--- src/hw/glb_defines.svh ---
////////////////////////////////////////
// register map and constants of the global control unit
// include wherever offsets or the version word are needed
////////////////////////////////////////

`ifndef GLB_DEFINES_SVH
`define GLB_DEFINES_SVH

////////////////////////////////////////
// byte offsets inside the glb space
////////////////////////////////////////
`define GLB_OFS_VERSION 12'h000    // read only
`define GLB_OFS_MASK    12'h004    // read and write
`define GLB_OFS_SET     12'h008    // write only, reads 0
`define GLB_OFS_STATUS  12'h00C    // write one to clear

////////////////////////////////////////
// fixed values
////////////////////////////////////////
`define GLB_HW_VERSION  32'h0001_0003  // major.minor of this unit

// seven engines with two ping-pong groups each
`define GLB_NUM_DONE    14

`endif
--- src/hw/glb_pkg.sv ---
////////////////////////////////////////
// shared types of the global control unit: csb packets,
// data words, done vectors and the register offset enum
////////////////////////////////////////

`include "glb_defines.svh"

package glb_pkg;

  typedef logic [21:0] csb_addr_t;  // word address
  typedef logic [31:0] csb_data_t;
  typedef logic [11:0] reg_ofs_t;   // byte offset inside glb

  // bit 2k group 0, bit 2k+1 group 1
  // engine order bdma, cdp, pdp, sdp, cdma_dat, cdma_wt, cacc
  typedef logic [`GLB_NUM_DONE-1:0] done_vec_t;

  ////////////////////////////////////////
  // csb request, 63 bits
  ////////////////////////////////////////
  typedef struct packed {
    logic [1:0] level;    // not used here
    logic [3:0] wrbe;     // not used here
    logic       srcpriv;  // not used here
    logic       nposted;  // write expects an answer
    logic       write;
    csb_data_t  wdat;
    csb_addr_t  addr;
  } csb_req_t;

  // csb response, 34 bits
  typedef struct packed {
    logic      is_write_resp;
    logic      error;
    csb_data_t rdata;
  } csb_resp_t;

  typedef enum reg_ofs_t {
    GLB_REG_VERSION = `GLB_OFS_VERSION,
    GLB_REG_MASK    = `GLB_OFS_MASK,
    GLB_REG_SET     = `GLB_OFS_SET,
    GLB_REG_STATUS  = `GLB_OFS_STATUS
  } glb_reg_e;

endpackage

--- src/hw/glb_top.sv ---
////////////////////////////////////////
// global control unit top: csb port, engine done pulses,
// done mask toward the engines and the core interrupt
////////////////////////////////////////

`timescale 1ns/1ns

module glb_top (
  input  logic                nvdla_core_clk,
  input  logic                nvdla_core_rstn,
  input  logic                req_valid,
  input  glb_pkg::csb_req_t   req_pd,
  output logic                resp_valid,
  output glb_pkg::csb_resp_t  resp_pd,
  input  glb_pkg::done_vec_t  done_pulse,
  output logic                core_intr,
  output glb_pkg::done_vec_t  done_mask
);

  import glb_pkg::*;

  logic      reg_wr_en;
  logic      reg_rd_en;
  reg_ofs_t  reg_offset;
  csb_data_t reg_wr_data;
  csb_data_t reg_rd_data;
  logic      reg_err;

  logic      set_en;
  done_vec_t set_bits;
  logic      clr_en;
  done_vec_t clr_bits;
  done_vec_t done_status;

  ////////////////////////////////////////
  // instances
  ////////////////////////////////////////
  glb_csb i_csb (
    .nvdla_core_clk  (nvdla_core_clk),
    .nvdla_core_rstn (nvdla_core_rstn),
    .req_valid       (req_valid),
    .req_pd          (req_pd),
    .reg_rd_data     (reg_rd_data),
    .reg_err         (reg_err),
    .resp_valid      (resp_valid),
    .resp_pd         (resp_pd),
    .reg_wr_en       (reg_wr_en),
    .reg_rd_en       (reg_rd_en),
    .reg_offset      (reg_offset),
    .reg_wr_data     (reg_wr_data)
  );

  glb_reg i_reg (
    .nvdla_core_clk  (nvdla_core_clk),
    .nvdla_core_rstn (nvdla_core_rstn),
    .reg_wr_en       (reg_wr_en),
    .reg_rd_en       (reg_rd_en),
    .reg_offset      (reg_offset),
    .reg_wr_data     (reg_wr_data),
    .done_status     (done_status),
    .reg_rd_data     (reg_rd_data),
    .reg_err         (reg_err),
    .done_mask       (done_mask),      // also goes out to the engines
    .set_en          (set_en),
    .set_bits        (set_bits),
    .clr_en          (clr_en),
    .clr_bits        (clr_bits)
  );

  glb_intr i_intr (
    .nvdla_core_clk  (nvdla_core_clk),
    .nvdla_core_rstn (nvdla_core_rstn),
    .done_pulse      (done_pulse),
    .set_en          (set_en),
    .set_bits        (set_bits),
    .clr_en          (clr_en),
    .clr_bits        (clr_bits),
    .done_mask       (done_mask),
    .done_status     (done_status),
    .core_intr       (core_intr)
  );

endmodule

--- src/hw/glb_intr.sv ---
////////////////////////////////////////
// done status with set over clear priority, and the
// registered core interrupt from unmasked status bits
////////////////////////////////////////

`timescale 1ns/1ns

module glb_intr (
  input  logic                nvdla_core_clk,
  input  logic                nvdla_core_rstn,
  input  glb_pkg::done_vec_t  done_pulse,
  input  logic                set_en,
  input  glb_pkg::done_vec_t  set_bits,
  input  logic                clr_en,
  input  glb_pkg::done_vec_t  clr_bits,
  input  glb_pkg::done_vec_t  done_mask,
  output glb_pkg::done_vec_t  done_status,
  output logic                core_intr
);

  import glb_pkg::*;

  done_vec_t set_vec;
  done_vec_t clr_vec;
  done_vec_t status_nxt;

  assign set_vec = done_pulse | (set_en ? set_bits : '0);  // engines or sw set
  assign clr_vec = clr_en ? clr_bits : '0;

  // a set in the same cycle beats the clear
  assign status_nxt = (done_status & ~clr_vec) | set_vec;

  ////////////////////////////////////////
  // status and interrupt flops
  ////////////////////////////////////////
  always_ff @(posedge nvdla_core_clk or negedge nvdla_core_rstn) begin
    if (!nvdla_core_rstn) begin
      done_status <= '0;
      core_intr   <= 1'b0;
    end else begin
      done_status <= status_nxt;
      core_intr   <= |(done_status & ~done_mask);  // one cycle after status
    end
  end

  // interrupt line must stay clean once out of reset
  property p_intr_known;
    @(posedge nvdla_core_clk) disable iff (!nvdla_core_rstn)
      !$isunknown(core_intr);
  endproperty
  a_intr_known: assert property (p_intr_known)
    else $error("glb_intr: core_intr is unknown");

endmodule

--- src/hw/glb_reg.sv ---
////////////////////////////////////////
// glb register file: offset decode, mask register, set and
// clear strobes toward the interrupt block, read mux
////////////////////////////////////////

`timescale 1ns/1ns
`include "glb_defines.svh"

module glb_reg (
  input  logic                nvdla_core_clk,
  input  logic                nvdla_core_rstn,
  input  logic                reg_wr_en,
  input  logic                reg_rd_en,
  input  glb_pkg::reg_ofs_t   reg_offset,
  input  glb_pkg::csb_data_t  reg_wr_data,
  input  glb_pkg::done_vec_t  done_status,
  output glb_pkg::csb_data_t  reg_rd_data,
  output logic                reg_err,
  output glb_pkg::done_vec_t  done_mask,
  output logic                set_en,
  output glb_pkg::done_vec_t  set_bits,
  output logic                clr_en,
  output glb_pkg::done_vec_t  clr_bits
);

  import glb_pkg::*;

  logic      sel_version;
  logic      sel_mask;
  logic      sel_set;
  logic      sel_status;
  done_vec_t wr_bits;

  ////////////////////////////////////////
  // offset decode
  ////////////////////////////////////////
  always_comb begin
    sel_version = 1'b0;
    sel_mask    = 1'b0;
    sel_set     = 1'b0;
    sel_status  = 1'b0;
    case (reg_offset)
      GLB_REG_VERSION: sel_version = 1'b1;
      GLB_REG_MASK:    sel_mask    = 1'b1;
      GLB_REG_SET:     sel_set     = 1'b1;
      GLB_REG_STATUS:  sel_status  = 1'b1;
      default: ;                          // unmapped
    endcase
  end

  // flags the offset only; the csb side decides if it answers
  assign reg_err = ~(sel_version | sel_mask | sel_set | sel_status);

  // only the low done bits are meaningful in a write
  assign wr_bits = reg_wr_data[`GLB_NUM_DONE-1:0];

  ////////////////////////////////////////
  // mask register
  ////////////////////////////////////////
  always_ff @(posedge nvdla_core_clk or negedge nvdla_core_rstn) begin
    if (!nvdla_core_rstn) begin
      done_mask <= '0;
    end else if (reg_wr_en && sel_mask) begin
      done_mask <= wr_bits;  // 1 blocks the bit
    end
  end

  // set and status writes become one-cycle strobes
  assign set_en   = reg_wr_en & sel_set;
  assign set_bits = wr_bits;
  assign clr_en   = reg_wr_en & sel_status;  // write one to clear
  assign clr_bits = wr_bits;

  ////////////////////////////////////////
  // read mux
  ////////////////////////////////////////
  // values seen here are from before any write of this cycle
  always_comb begin
    reg_rd_data = '0;
    if (reg_rd_en) begin
      if (sel_version) begin
        reg_rd_data = `GLB_HW_VERSION;
      end else if (sel_mask) begin
        reg_rd_data = csb_data_t'(done_mask);
      end else if (sel_status) begin
        reg_rd_data = csb_data_t'(done_status);
      end
      // set register and unmapped offsets read 0
    end
  end

  // the csb stage issues either a read or a write, never both
  property p_rd_wr_exclusive;
    @(posedge nvdla_core_clk) disable iff (!nvdla_core_rstn)
      !(reg_wr_en && reg_rd_en);
  endproperty
  a_rd_wr_exclusive: assert property (p_rd_wr_exclusive)
    else $error("glb_reg: read and write strobes in the same cycle");

endmodule

--- src/hw/glb_csb.sv ---
////////////////////////////////////////
// csb front end: one register access per request strobe,
// packed response two cycles after the request
////////////////////////////////////////

`timescale 1ns/1ns

module glb_csb (
  input  logic                nvdla_core_clk,
  input  logic                nvdla_core_rstn,
  input  logic                req_valid,
  input  glb_pkg::csb_req_t   req_pd,
  input  glb_pkg::csb_data_t  reg_rd_data,
  input  logic                reg_err,
  output logic                resp_valid,
  output glb_pkg::csb_resp_t  resp_pd,
  output logic                reg_wr_en,
  output logic                reg_rd_en,
  output glb_pkg::reg_ofs_t   reg_offset,
  output glb_pkg::csb_data_t  reg_wr_data
);

  import glb_pkg::*;

  logic      req_vld;
  csb_req_t  req_q;
  csb_addr_t req_addr;
  logic      req_write;
  logic      req_nposted;

  logic      rsp_rd_vld;
  logic      rsp_wr_vld;
  logic      rsp_vld;
  csb_resp_t rsp_rd_pd;
  csb_resp_t rsp_wr_pd;
  csb_resp_t rsp_pd;

  ////////////////////////////////////////
  // request stage
  ////////////////////////////////////////
  always_ff @(posedge nvdla_core_clk or negedge nvdla_core_rstn) begin
    if (!nvdla_core_rstn) begin
      req_vld <= 1'b0;
      req_q   <= '0;
    end else begin
      req_vld <= req_valid;
      if (req_valid) begin
        req_q <= req_pd;  // hold last packet
      end
    end
  end

  assign req_addr    = req_q.addr;
  assign req_write   = req_q.write;
  assign req_nposted = req_q.nposted;

  // glb space is 1k words, offset in bytes
  assign reg_offset  = {req_addr[9:0], 2'b00};
  assign reg_wr_data = req_q.wdat;
  assign reg_wr_en   = req_vld & req_write;
  assign reg_rd_en   = req_vld & ~req_write;

  ////////////////////////////////////////
  // response build
  ////////////////////////////////////////
  assign rsp_rd_vld = reg_rd_en;
  assign rsp_wr_vld = reg_wr_en & req_nposted;  // posted writes stay silent
  assign rsp_vld    = rsp_rd_vld | rsp_wr_vld;

  assign rsp_rd_pd.is_write_resp = 1'b0;
  assign rsp_rd_pd.error         = reg_err;
  assign rsp_rd_pd.rdata         = reg_rd_data;  // already 0 when unmapped

  assign rsp_wr_pd.is_write_resp = 1'b1;
  assign rsp_wr_pd.error         = reg_err;
  assign rsp_wr_pd.rdata         = '0;

  assign rsp_pd = rsp_rd_vld ? rsp_rd_pd : rsp_wr_pd;

  always_ff @(posedge nvdla_core_clk or negedge nvdla_core_rstn) begin
    if (!nvdla_core_rstn) begin
      resp_valid <= 1'b0;
    end else begin
      resp_valid <= rsp_vld;
    end
  end

  always_ff @(posedge nvdla_core_clk) begin
    if (rsp_vld) begin
      resp_pd <= rsp_pd;
    end
  end

  // every answer traces back to a strobe two cycles before
  property p_resp_after_req;
    @(posedge nvdla_core_clk) disable iff (!nvdla_core_rstn)
      resp_valid |-> $past(req_valid, 2);
  endproperty
  a_resp_after_req: assert property (p_resp_after_req)
    else $error("glb_csb: response without a request two cycles earlier");

endmodule

--- config.mk ---
export PLATFORM = sky130hd
export DESIGN_NAME = glb_top
export DESIGN_NICKNAME = d
export VERILOG_FILES = /design/src/hw/glb_pkg.sv /design/src/hw/glb_top.sv /design/src/hw/glb_intr.sv /design/src/hw/glb_reg.sv /design/src/hw/glb_csb.sv
export VERILOG_INCLUDE_DIRS = /design/src /design/src/hw
export SDC_FILE = /design/constraint.sdc
export NUM_CORES = 1
export LEC_CHECK = 0
export ABC_CLOCK_PERIOD_IN_PS = 7400
export BUFFER_PORTS_ARGS = -buffer_cell sky130_fd_sc_hd__buf_4
export CAP_MARGIN = 20
export CORE_ASPECT_RATIO = 2
export CORE_MARGIN = 3
export CORE_UTILIZATION = 40
export CTS_CLUSTER_SIZE = 16
export DETAILED_ROUTE_END_ITERATION = 12
export GPL_ROUTABILITY_DRIVEN = 1
export PLACE_DENSITY = 0.68
export SLEW_MARGIN = 20
export SYNTH_ARGS = -nofsm -noshare
export SYNTH_HDL_FRONTEND = slang
export SYNTH_SLANG_ARGS = --single-unit
--- constraint.sdc ---
create_clock -name nvdla_core_clk -period 7.4 [get_ports nvdla_core_clk]
set_clock_uncertainty 0.2 [all_clocks]
set_input_delay 1.11 -clock nvdla_core_clk [delete_from_list [all_inputs] [get_ports nvdla_core_clk]]
set_output_delay 1.11 -clock nvdla_core_clk [all_outputs]
set_load 0.05 [all_outputs]
==> impl_metrics.py, run 1 <==
metrics = {
    "global_routing": {
        "grt_first_pass_wirelength_mm": 10.6,
        "grt_max_degree": 58,
        "grt_pass1_vias": 2120,
        "track_usage": 0.152,
        "grt-ovfl-total": 0,
        "antenna_found_initial": 0,
    },
    "timing": {
        "fin_ws_ps": 4670,
        "max_slew.worst_pin.slew_ps": 1030,
        "rsz0062_at_grt": "false",
        "fin_crit_ps": 2730,
        "fin_crit_sh": 0.368,
        "finalSetupViolations": 0,
        "finalHoldViolCount": 0,
        "tns_ps": 0,
        "max_freq_ghz": 0.367,
        "slew_violations": 0,
        "slew_headroom": 0.310,
    },
    "clock_tree": {
        "clkSinkCount": 74,
        "cts_setup_buffers": 0,
        "cts_resized": 0,
        "insertion_delay_ps": 320,
        "root_buffer": "clkbuf_16",
        "htreeDepth": 3,
        "cts_tree": "done",
        "path_clk_slew_ps": 50,
        "clockBufferDepth": 2,
        "hold_buffers": 0,
        "cts_buffers": 9,
    },
    "synthesis": {
        "synth-seq-cells": 74,
        "synth_top_family_by_area": "multiplexers",
        "syn-instance-count": 246,
        "yosysWarnings": 0,
        "yosysSeqAreaShare": 0.597,
        "synth_fa_ha_area_frac": 0,
        "synth_mux_area_frac": 0.172,
        "ys_types": 32,
        "synth_top_cell_by_area": "dfrtp_1",
        "synth_area_um2": 3240,
        "avgSynthCellArea_um2": 13.2,
        "synth_xor_area_frac": 0,
        "synth_compound_area_frac": 0.0706,
        "yosys.area_share.simple": 0.0814,
        "netlist.area_leader.share": 0.440,
        "synthTopCellsByArea": "dfrtp_1 44%, edfxtp_1 16%, mux2_2 13%",
    },
    "floorplan": {
        "rows": 45,
        "die_h_um": 133,
        "die_w_um": 69.7,
        "core_area_um2": 7710,
        "start_util": 0.421,
        "io_pins": 130,
        "dieArea_um2": 9290,
    },
    "placement": {
        "dp_hpwl_mm": 4.79,
        "place_area_um2": 3800,
        "dpl_worst_slack_ps": 4640,
        "gp_congestion": 0.817,
        "io_buffer_count": 75,
        "dpl.cell_count": 404,
    },
    "critical_path": {
        "reg2reg_slack_ps": 4670,
        "path_class": "reg -> reg",
        "path_max_fanout": 22,
        "reg2reg_depth": 4,
        "end_kind": "register",
        "required_ps": 7410,
        "crit_arrival_ps": 2730,
        "worst_r2r_endpoint": "i_intr.done_status[5]$_DFF_PN0_",
        "cp-start-kind": "register",
        "timing.rr.start": "i_csb.req_addr[1]$_DFFE_PN0P_",
    },
    "final_layout": {
        "drive_above_1_share": 0.402,
        "final_util": 0.529,
        "instances_no_fill": 420,
        "final_area_um2": 4080,
        "areaGrowthSynthToFinish_pct": 25.8,
        "final_nets": 401,
        "antennaDiodeCount": 0,
    },
    "detailed_routing": {
        "routed_wl_mm": 6.76,
        "drt_iter0_drc": 111,
        "ant_nets": 0,
        "viasPerCell": 5.01,
        "drc": 0,
        "first_pass_iters": 4,
        "dr_total_vias": 2105,
        "drt-wirelength-per-cell_um": 16.1,
    },
    "pwr": {
        "p_switching_mw": 0.240,
        "power_frac_clock": 0.413,
        "internal_power_mw": 0.743,
        "ir_drop_uv": 173,
        "p_leak_nw": 1.87,
        "p_per_area_nw_per_um2": 241,
        "seqPwrFrac": 0.469,
        "power_frac_comb": 0.118,
        "p_sw_frac": 0.244,
    },
    "min_path": {
        "min_path_cells": 1,
        "hp-start": "i_csb.req_addr[2]$_DFFE_PN0P_",
        "worstHoldPathType": "reg -> reg",
        "min_to": "i_csb.req_addr[2]$_DFFE_PN0P_",
    },
    "run_status": {
        "status": "complete, no violations",
    },
    "run": {
        "maxCapViolations": 0,
    },
}
==> flip-flops by register name, summed over array words and instances (netlist names), 10 cells and up <==
| name | flops |
|---|---|
| i_csb.resp_pd | 17 |
| i_csb.reg_wr_data | 14 |
| i_intr.done_status | 14 |
| i_reg.done_mask | 14 |
| i_csb.req_addr | 10 |
==> worst max-delay path: stages, from the launching register on <==
cell     delay [ps]
dfrtp_1        1010
nand2_1         210
nor4_4          700
a21oi_1         150
a311o_1         340
==> routing by layer <==
layer	GRT usage	wire length (um)	part of all wire
met1	0.161	2550	0.38
met2	0.266	3650	0.54
met3	0.0521	411	0.061
met4	0.0746	150	0.022
met5	0	0	0
==> how the worst max path moves through the flow <==
stage / from / to / slack (ps) / cells after the start
detailed placement: i_csb.req_addr[1]$_DFFE_PN0P_ / i_intr.done_status[5]$_DFF_PN0_ / 4640 / 4
floorplan: req_valid / i_csb.reg_wr_data[10]$_DFFE_PN0P_ / 4960 / 3
CTS: i_csb.req_addr[1]$_DFFE_PN0P_ / i_intr.done_status[5]$_DFF_PN0_ / 4610 / 4
global route: i_csb.req_addr[1]$_DFFE_PN0P_ / i_intr.done_status[5]$_DFF_PN0_ / 4480 / 4
global placement: i_csb.req_addr[1]$_DFFE_PN0P_ / i_intr.done_status[5]$_DFF_PN0_ / 4620 / 4
finish: i_csb.req_addr[1]$_DFFE_PN0P_ / i_intr.done_status[5]$_DFF_PN0_ / 4670 / 4
==> power by group through the flow <==
stage	logic (mW)	clock network [mW]	registers, mW
2_1_floorplan	0.0664	0	0.482
3_3_place_gp	0.115	0	0.467
3_5_place_dp	0.117	0	0.468
4_1_cts	0.117	0.415	0.461
5_1_grt	0.123	0.434	0.463
6_report	0.116	0.406	0.461
==> cells in the final DEF (no fill, tap or decap), types with 12 or more instances in the layout <==
master    instances
buf_4            75
dfrtp_1          57
mux2_2           38
nand2_1          17
inv_1            17
conb_1           17
edfxtp_1         17
nor2_1           16
a221o_1          12
mux2i_1          12
==> cell type report <==
type,instances,area (um2)
Sequential cell,74,1940
Timing Repair Buffer,75,563
Tap cell,94,118
Fill cell,670,3630
Multi-Input combinational cell,144,1120
Clock inverter,4,42.5
Clock buffer,12,236
Inverter,17,63.8
==> synthesized netlist by cell type, drive strengths merged <==
master  count
a311o       1
a21boi      1
a21oi       4
edfxtp     17
conb        1
or4         2
buf        24
nor2       17
inv        17
nor3        3
o22ai       5
clkbuf      3
nor4        1
nand2      17
a221oi      2
nand4       1
a221o      12
and2        1
o21ai       2
nand3       2
mux2i      12
a31oi       2
nor2b       1
nand2b      1
nand4b      1
dfrtp      57
mux2       39
==> logic make-up after synthesis <==
logic type             count (synthesis)
muxes                                 51
buffers and inverters                 44
AOI/OAI and AO/OA                     29
other                                  1
DFF                                   74
and+or+nand+nor                       47
==> through the flow <==
stage               power [mW]  hold WS [ps]
global route              1.02           326
CTS                      0.993           310
floorplan                0.548           282
detailed placement       0.585           299
finish                   0.982           305
global placement         0.582           295
(Power assumes the default switching activity.)
==> run 2: changes to the inputs <==
--- a/config.mk
+++ b/config.mk
@@ -6,7 +6,7 @@
 export SDC_FILE = /design/constraint.sdc
 export NUM_CORES = 1
 export LEC_CHECK = 0
-export ABC_CLOCK_PERIOD_IN_PS = 7400
+export ABC_CLOCK_PERIOD_IN_PS = 2500
 export BUFFER_PORTS_ARGS = -buffer_cell sky130_fd_sc_hd__buf_4
 export CAP_MARGIN = 20
 export CORE_ASPECT_RATIO = 2
@@ -15,7 +15,7 @@
 export CTS_CLUSTER_SIZE = 16
 export DETAILED_ROUTE_END_ITERATION = 12
 export GPL_ROUTABILITY_DRIVEN = 1
-export PLACE_DENSITY = 0.68
+export PLACE_DENSITY = 0.71
 export SLEW_MARGIN = 20
 export SYNTH_ARGS = -nofsm -noshare
 export SYNTH_HDL_FRONTEND = slang
==> constraint.sdc (replaced) <==
create_clock -name nvdla_core_clk -period 2.5 [get_ports nvdla_core_clk]
set_clock_uncertainty 0.2 [all_clocks]
set_input_delay 0.375 -clock nvdla_core_clk [delete_from_list [all_inputs] [get_ports nvdla_core_clk]]
set_output_delay 0.375 -clock nvdla_core_clk [all_outputs]
set_load 0.05 [all_outputs]
==> impl_metrics.py, run 2 (synthesis results as in run 1) <==
metrics = {
    "pwr": {
        "p_leak_nw": 1.92,
        "ir_drop_uv": 424,
        "p_per_area_nw_per_um2": 723,
    },
    "clock_tree": {
        "path_clk_slew_ps": 50,
        "insertion_delay_ps": 330,
        "clockBufferDepth": 2,
        "clkSinkCount": 74,
        "htreeDepth": 3,
        "cts_buffers": 9,
        "cts_tree": "done",
        "root_buffer": "clkbuf_16",
        "cts_setup_buffers": 0,
    },
    "detailed_routing": {
        "dr_total_vias": 2115,
        "drc": 0,
        "routed_wl_mm": 6.85,
        "first_pass_iters": 4,
        "viasPerCell": 4.96,
        "ant_nets": 0,
        "drt-wirelength-per-cell_um": 16.1,
        "drt_iter0_drc": 105,
    },
    "critical_path": {
        "timing.rr.start": "i_csb.req_addr[9]$_DFFE_PN0P_",
        "reg2reg_depth": 5,
        "crit_family": "simple AND/OR/NAND/NOR gates",
        "path_class": "reg -> reg",
        "cp_slowest_cell": "or4_4",
        "end_kind": "register",
        "crit_chain": "or4_4 > nor4_4 > buf_4 > nand2_1 > a221o_1",
        "reg2reg_slack_ps": 250,
        "cpPeakStageDelay_ps": 580,
        "required_ps": 2510,
        "worst_r2r_endpoint": "i_intr.done_status[2]$_DFF_PN0_",
        "cp_num_buf_inv": 1,
        "crit_arrival_ps": 2260,
        "cp-start-kind": "register",
        "path_max_fanout": 11,
    },
    "floorplan": {
        "rows": 45,
        "core_area_um2": 7710,
        "dieArea_um2": 9290,
        "die_h_um": 133,
        "start_util": 0.421,
        "io_pins": 130,
        "die_w_um": 69.7,
    },
    "final_layout": {
        "areaGrowthSynthToFinish_pct": 28.3,
        "final_cell_mix": "80 x buf_4, 57 x dfrtp_1, 38 x mux2_2",
        "drive_above_1_share": 0.419,
        "final_area_um2": 4160,
        "top_register": "i_csb.resp_pd",
        "nFillCells": 664,
        "antennaDiodeCount": 0,
        "layout_commonest_cell": "buf_4",
        "instances_no_fill": 426,
        "largest_register_ff_count": 17,
        "final_nets": 407,
    },
    "timing": {
        "rsz0062_at_grt": "false",
        "fin_ws_ps": 250,
        "tns_ps": 0,
        "slew_headroom": 0.517,
        "fin_crit_sh": 0.900,
        "finalHoldViolCount": 0,
        "slew_violations": 0,
        "fin_crit_ps": 2250,
        "hold_ws_ps": 38.5,
        "max_slew.worst_pin.slew_ps": 725,
        "finalSetupViolations": 0,
        "max_freq_ghz": 0.444,
    },
    "placement": {
        "dpl.cell_count": 409,
        "gp_congestion": 0.810,
        "io_buffer_count": 75,
        "dpl_worst_slack_ps": 248,
        "dp_hpwl_mm": 4.83,
        "place_area_um2": 3840,
    },
    "min_path": {
        "min_path_cells": 2,
        "min_to": "i_intr.done_status[8]$_DFF_PN0_",
        "hp-start": "done_pulse[8]",
        "worstHoldPathType": "in -> reg",
    },
    "global_routing": {
        "antenna_found_initial": 0,
        "grt_max_degree": 58,
        "grt_first_pass_wirelength_mm": 10.9,
        "grt_pass1_vias": 2185,
        "track_usage": 0.154,
        "grt-ovfl-total": 0,
    },
    "run": {
        "maxCapViolations": 0,
    },
    "run_status": {
        "status": "complete, no violations",
    },
}
==> run 2: per-stage QoR <==
step,power [mW],util
after detailed placement,1.74,0.498
final,3.01,0.539
after global routing,3.11,0.539
after global placement,1.73,0.498
after CTS,3.03,0.539
after floorplan,1.62,-
==> run 2: worst max-delay path by stage <==
stage	slack [ps]	to	from	cells after the start
3_5_place_dp	250	i_intr.done_status[10]$_DFF_PN0_	i_csb.req_addr[9]$_DFFE_PN0P_	5
4_1_cts	240	i_intr.done_status[10]$_DFF_PN0_	i_csb.req_addr[9]$_DFFE_PN0P_	5
5_1_grt	150	i_intr.done_status[3]$_DFF_PN0_	i_csb.req_addr[9]$_DFFE_PN0P_	5
2_1_floorplan	150	i_csb.resp_pd[0]$_SDFFCE_PN0P_	i_csb.req_write$_DFFE_PN0P_	1
3_3_place_gp	270	i_intr.done_status[10]$_DFF_PN0_	i_csb.req_addr[9]$_DFFE_PN0P_	5
6_report	250	i_intr.done_status[2]$_DFF_PN0_	i_csb.req_addr[9]$_DFFE_PN0P_	5
==> run 2: what timing repair did <==
| item | CTS | global route |
|---|---|---|
| hold endpoints to repair | 57 | 0 |
| hold buffers | 1 | 0 |
| gates resized for setup | 0 | 0 |
==> run 2: worst reg2reg max path: stages, from the launching register on <==
cell and delay, ps:
dfrtp_1 370, or4_4 580, nor4_4 340, buf_4 260, nand2_1 90, a221o_1 290
==> run 2: layout make-up <==
cell class | instances | area (um2) | area share
clock buffers | 16 | 313 | 0.0752
flip-flops and latches | 74 | 1940 | 0.465
repair buffers | 81 | 611 | 0.147
well taps | 94 | 118 | 0.0283
inverters | 17 | 63.8 | 0.0153
multi-input cells | 144 | 1120 | 0.269
==> run 2: power breakdown <==
part	switching, mW	leakage, nW	internal [mW]
Combinational	0.222	0.946	0.136
Clock	0.456	0.154	0.842
Sequential	0.0508	0.821	1.30
==> run 2: layer usage <==
metal  up-vias  track usage  wire length (um)
met3        16       0.0340               351
li1       1004            -                 -
met1      1022        0.169              2620
met4         0       0.0981               288
met5         -            0                 0
met2        73        0.265              3590
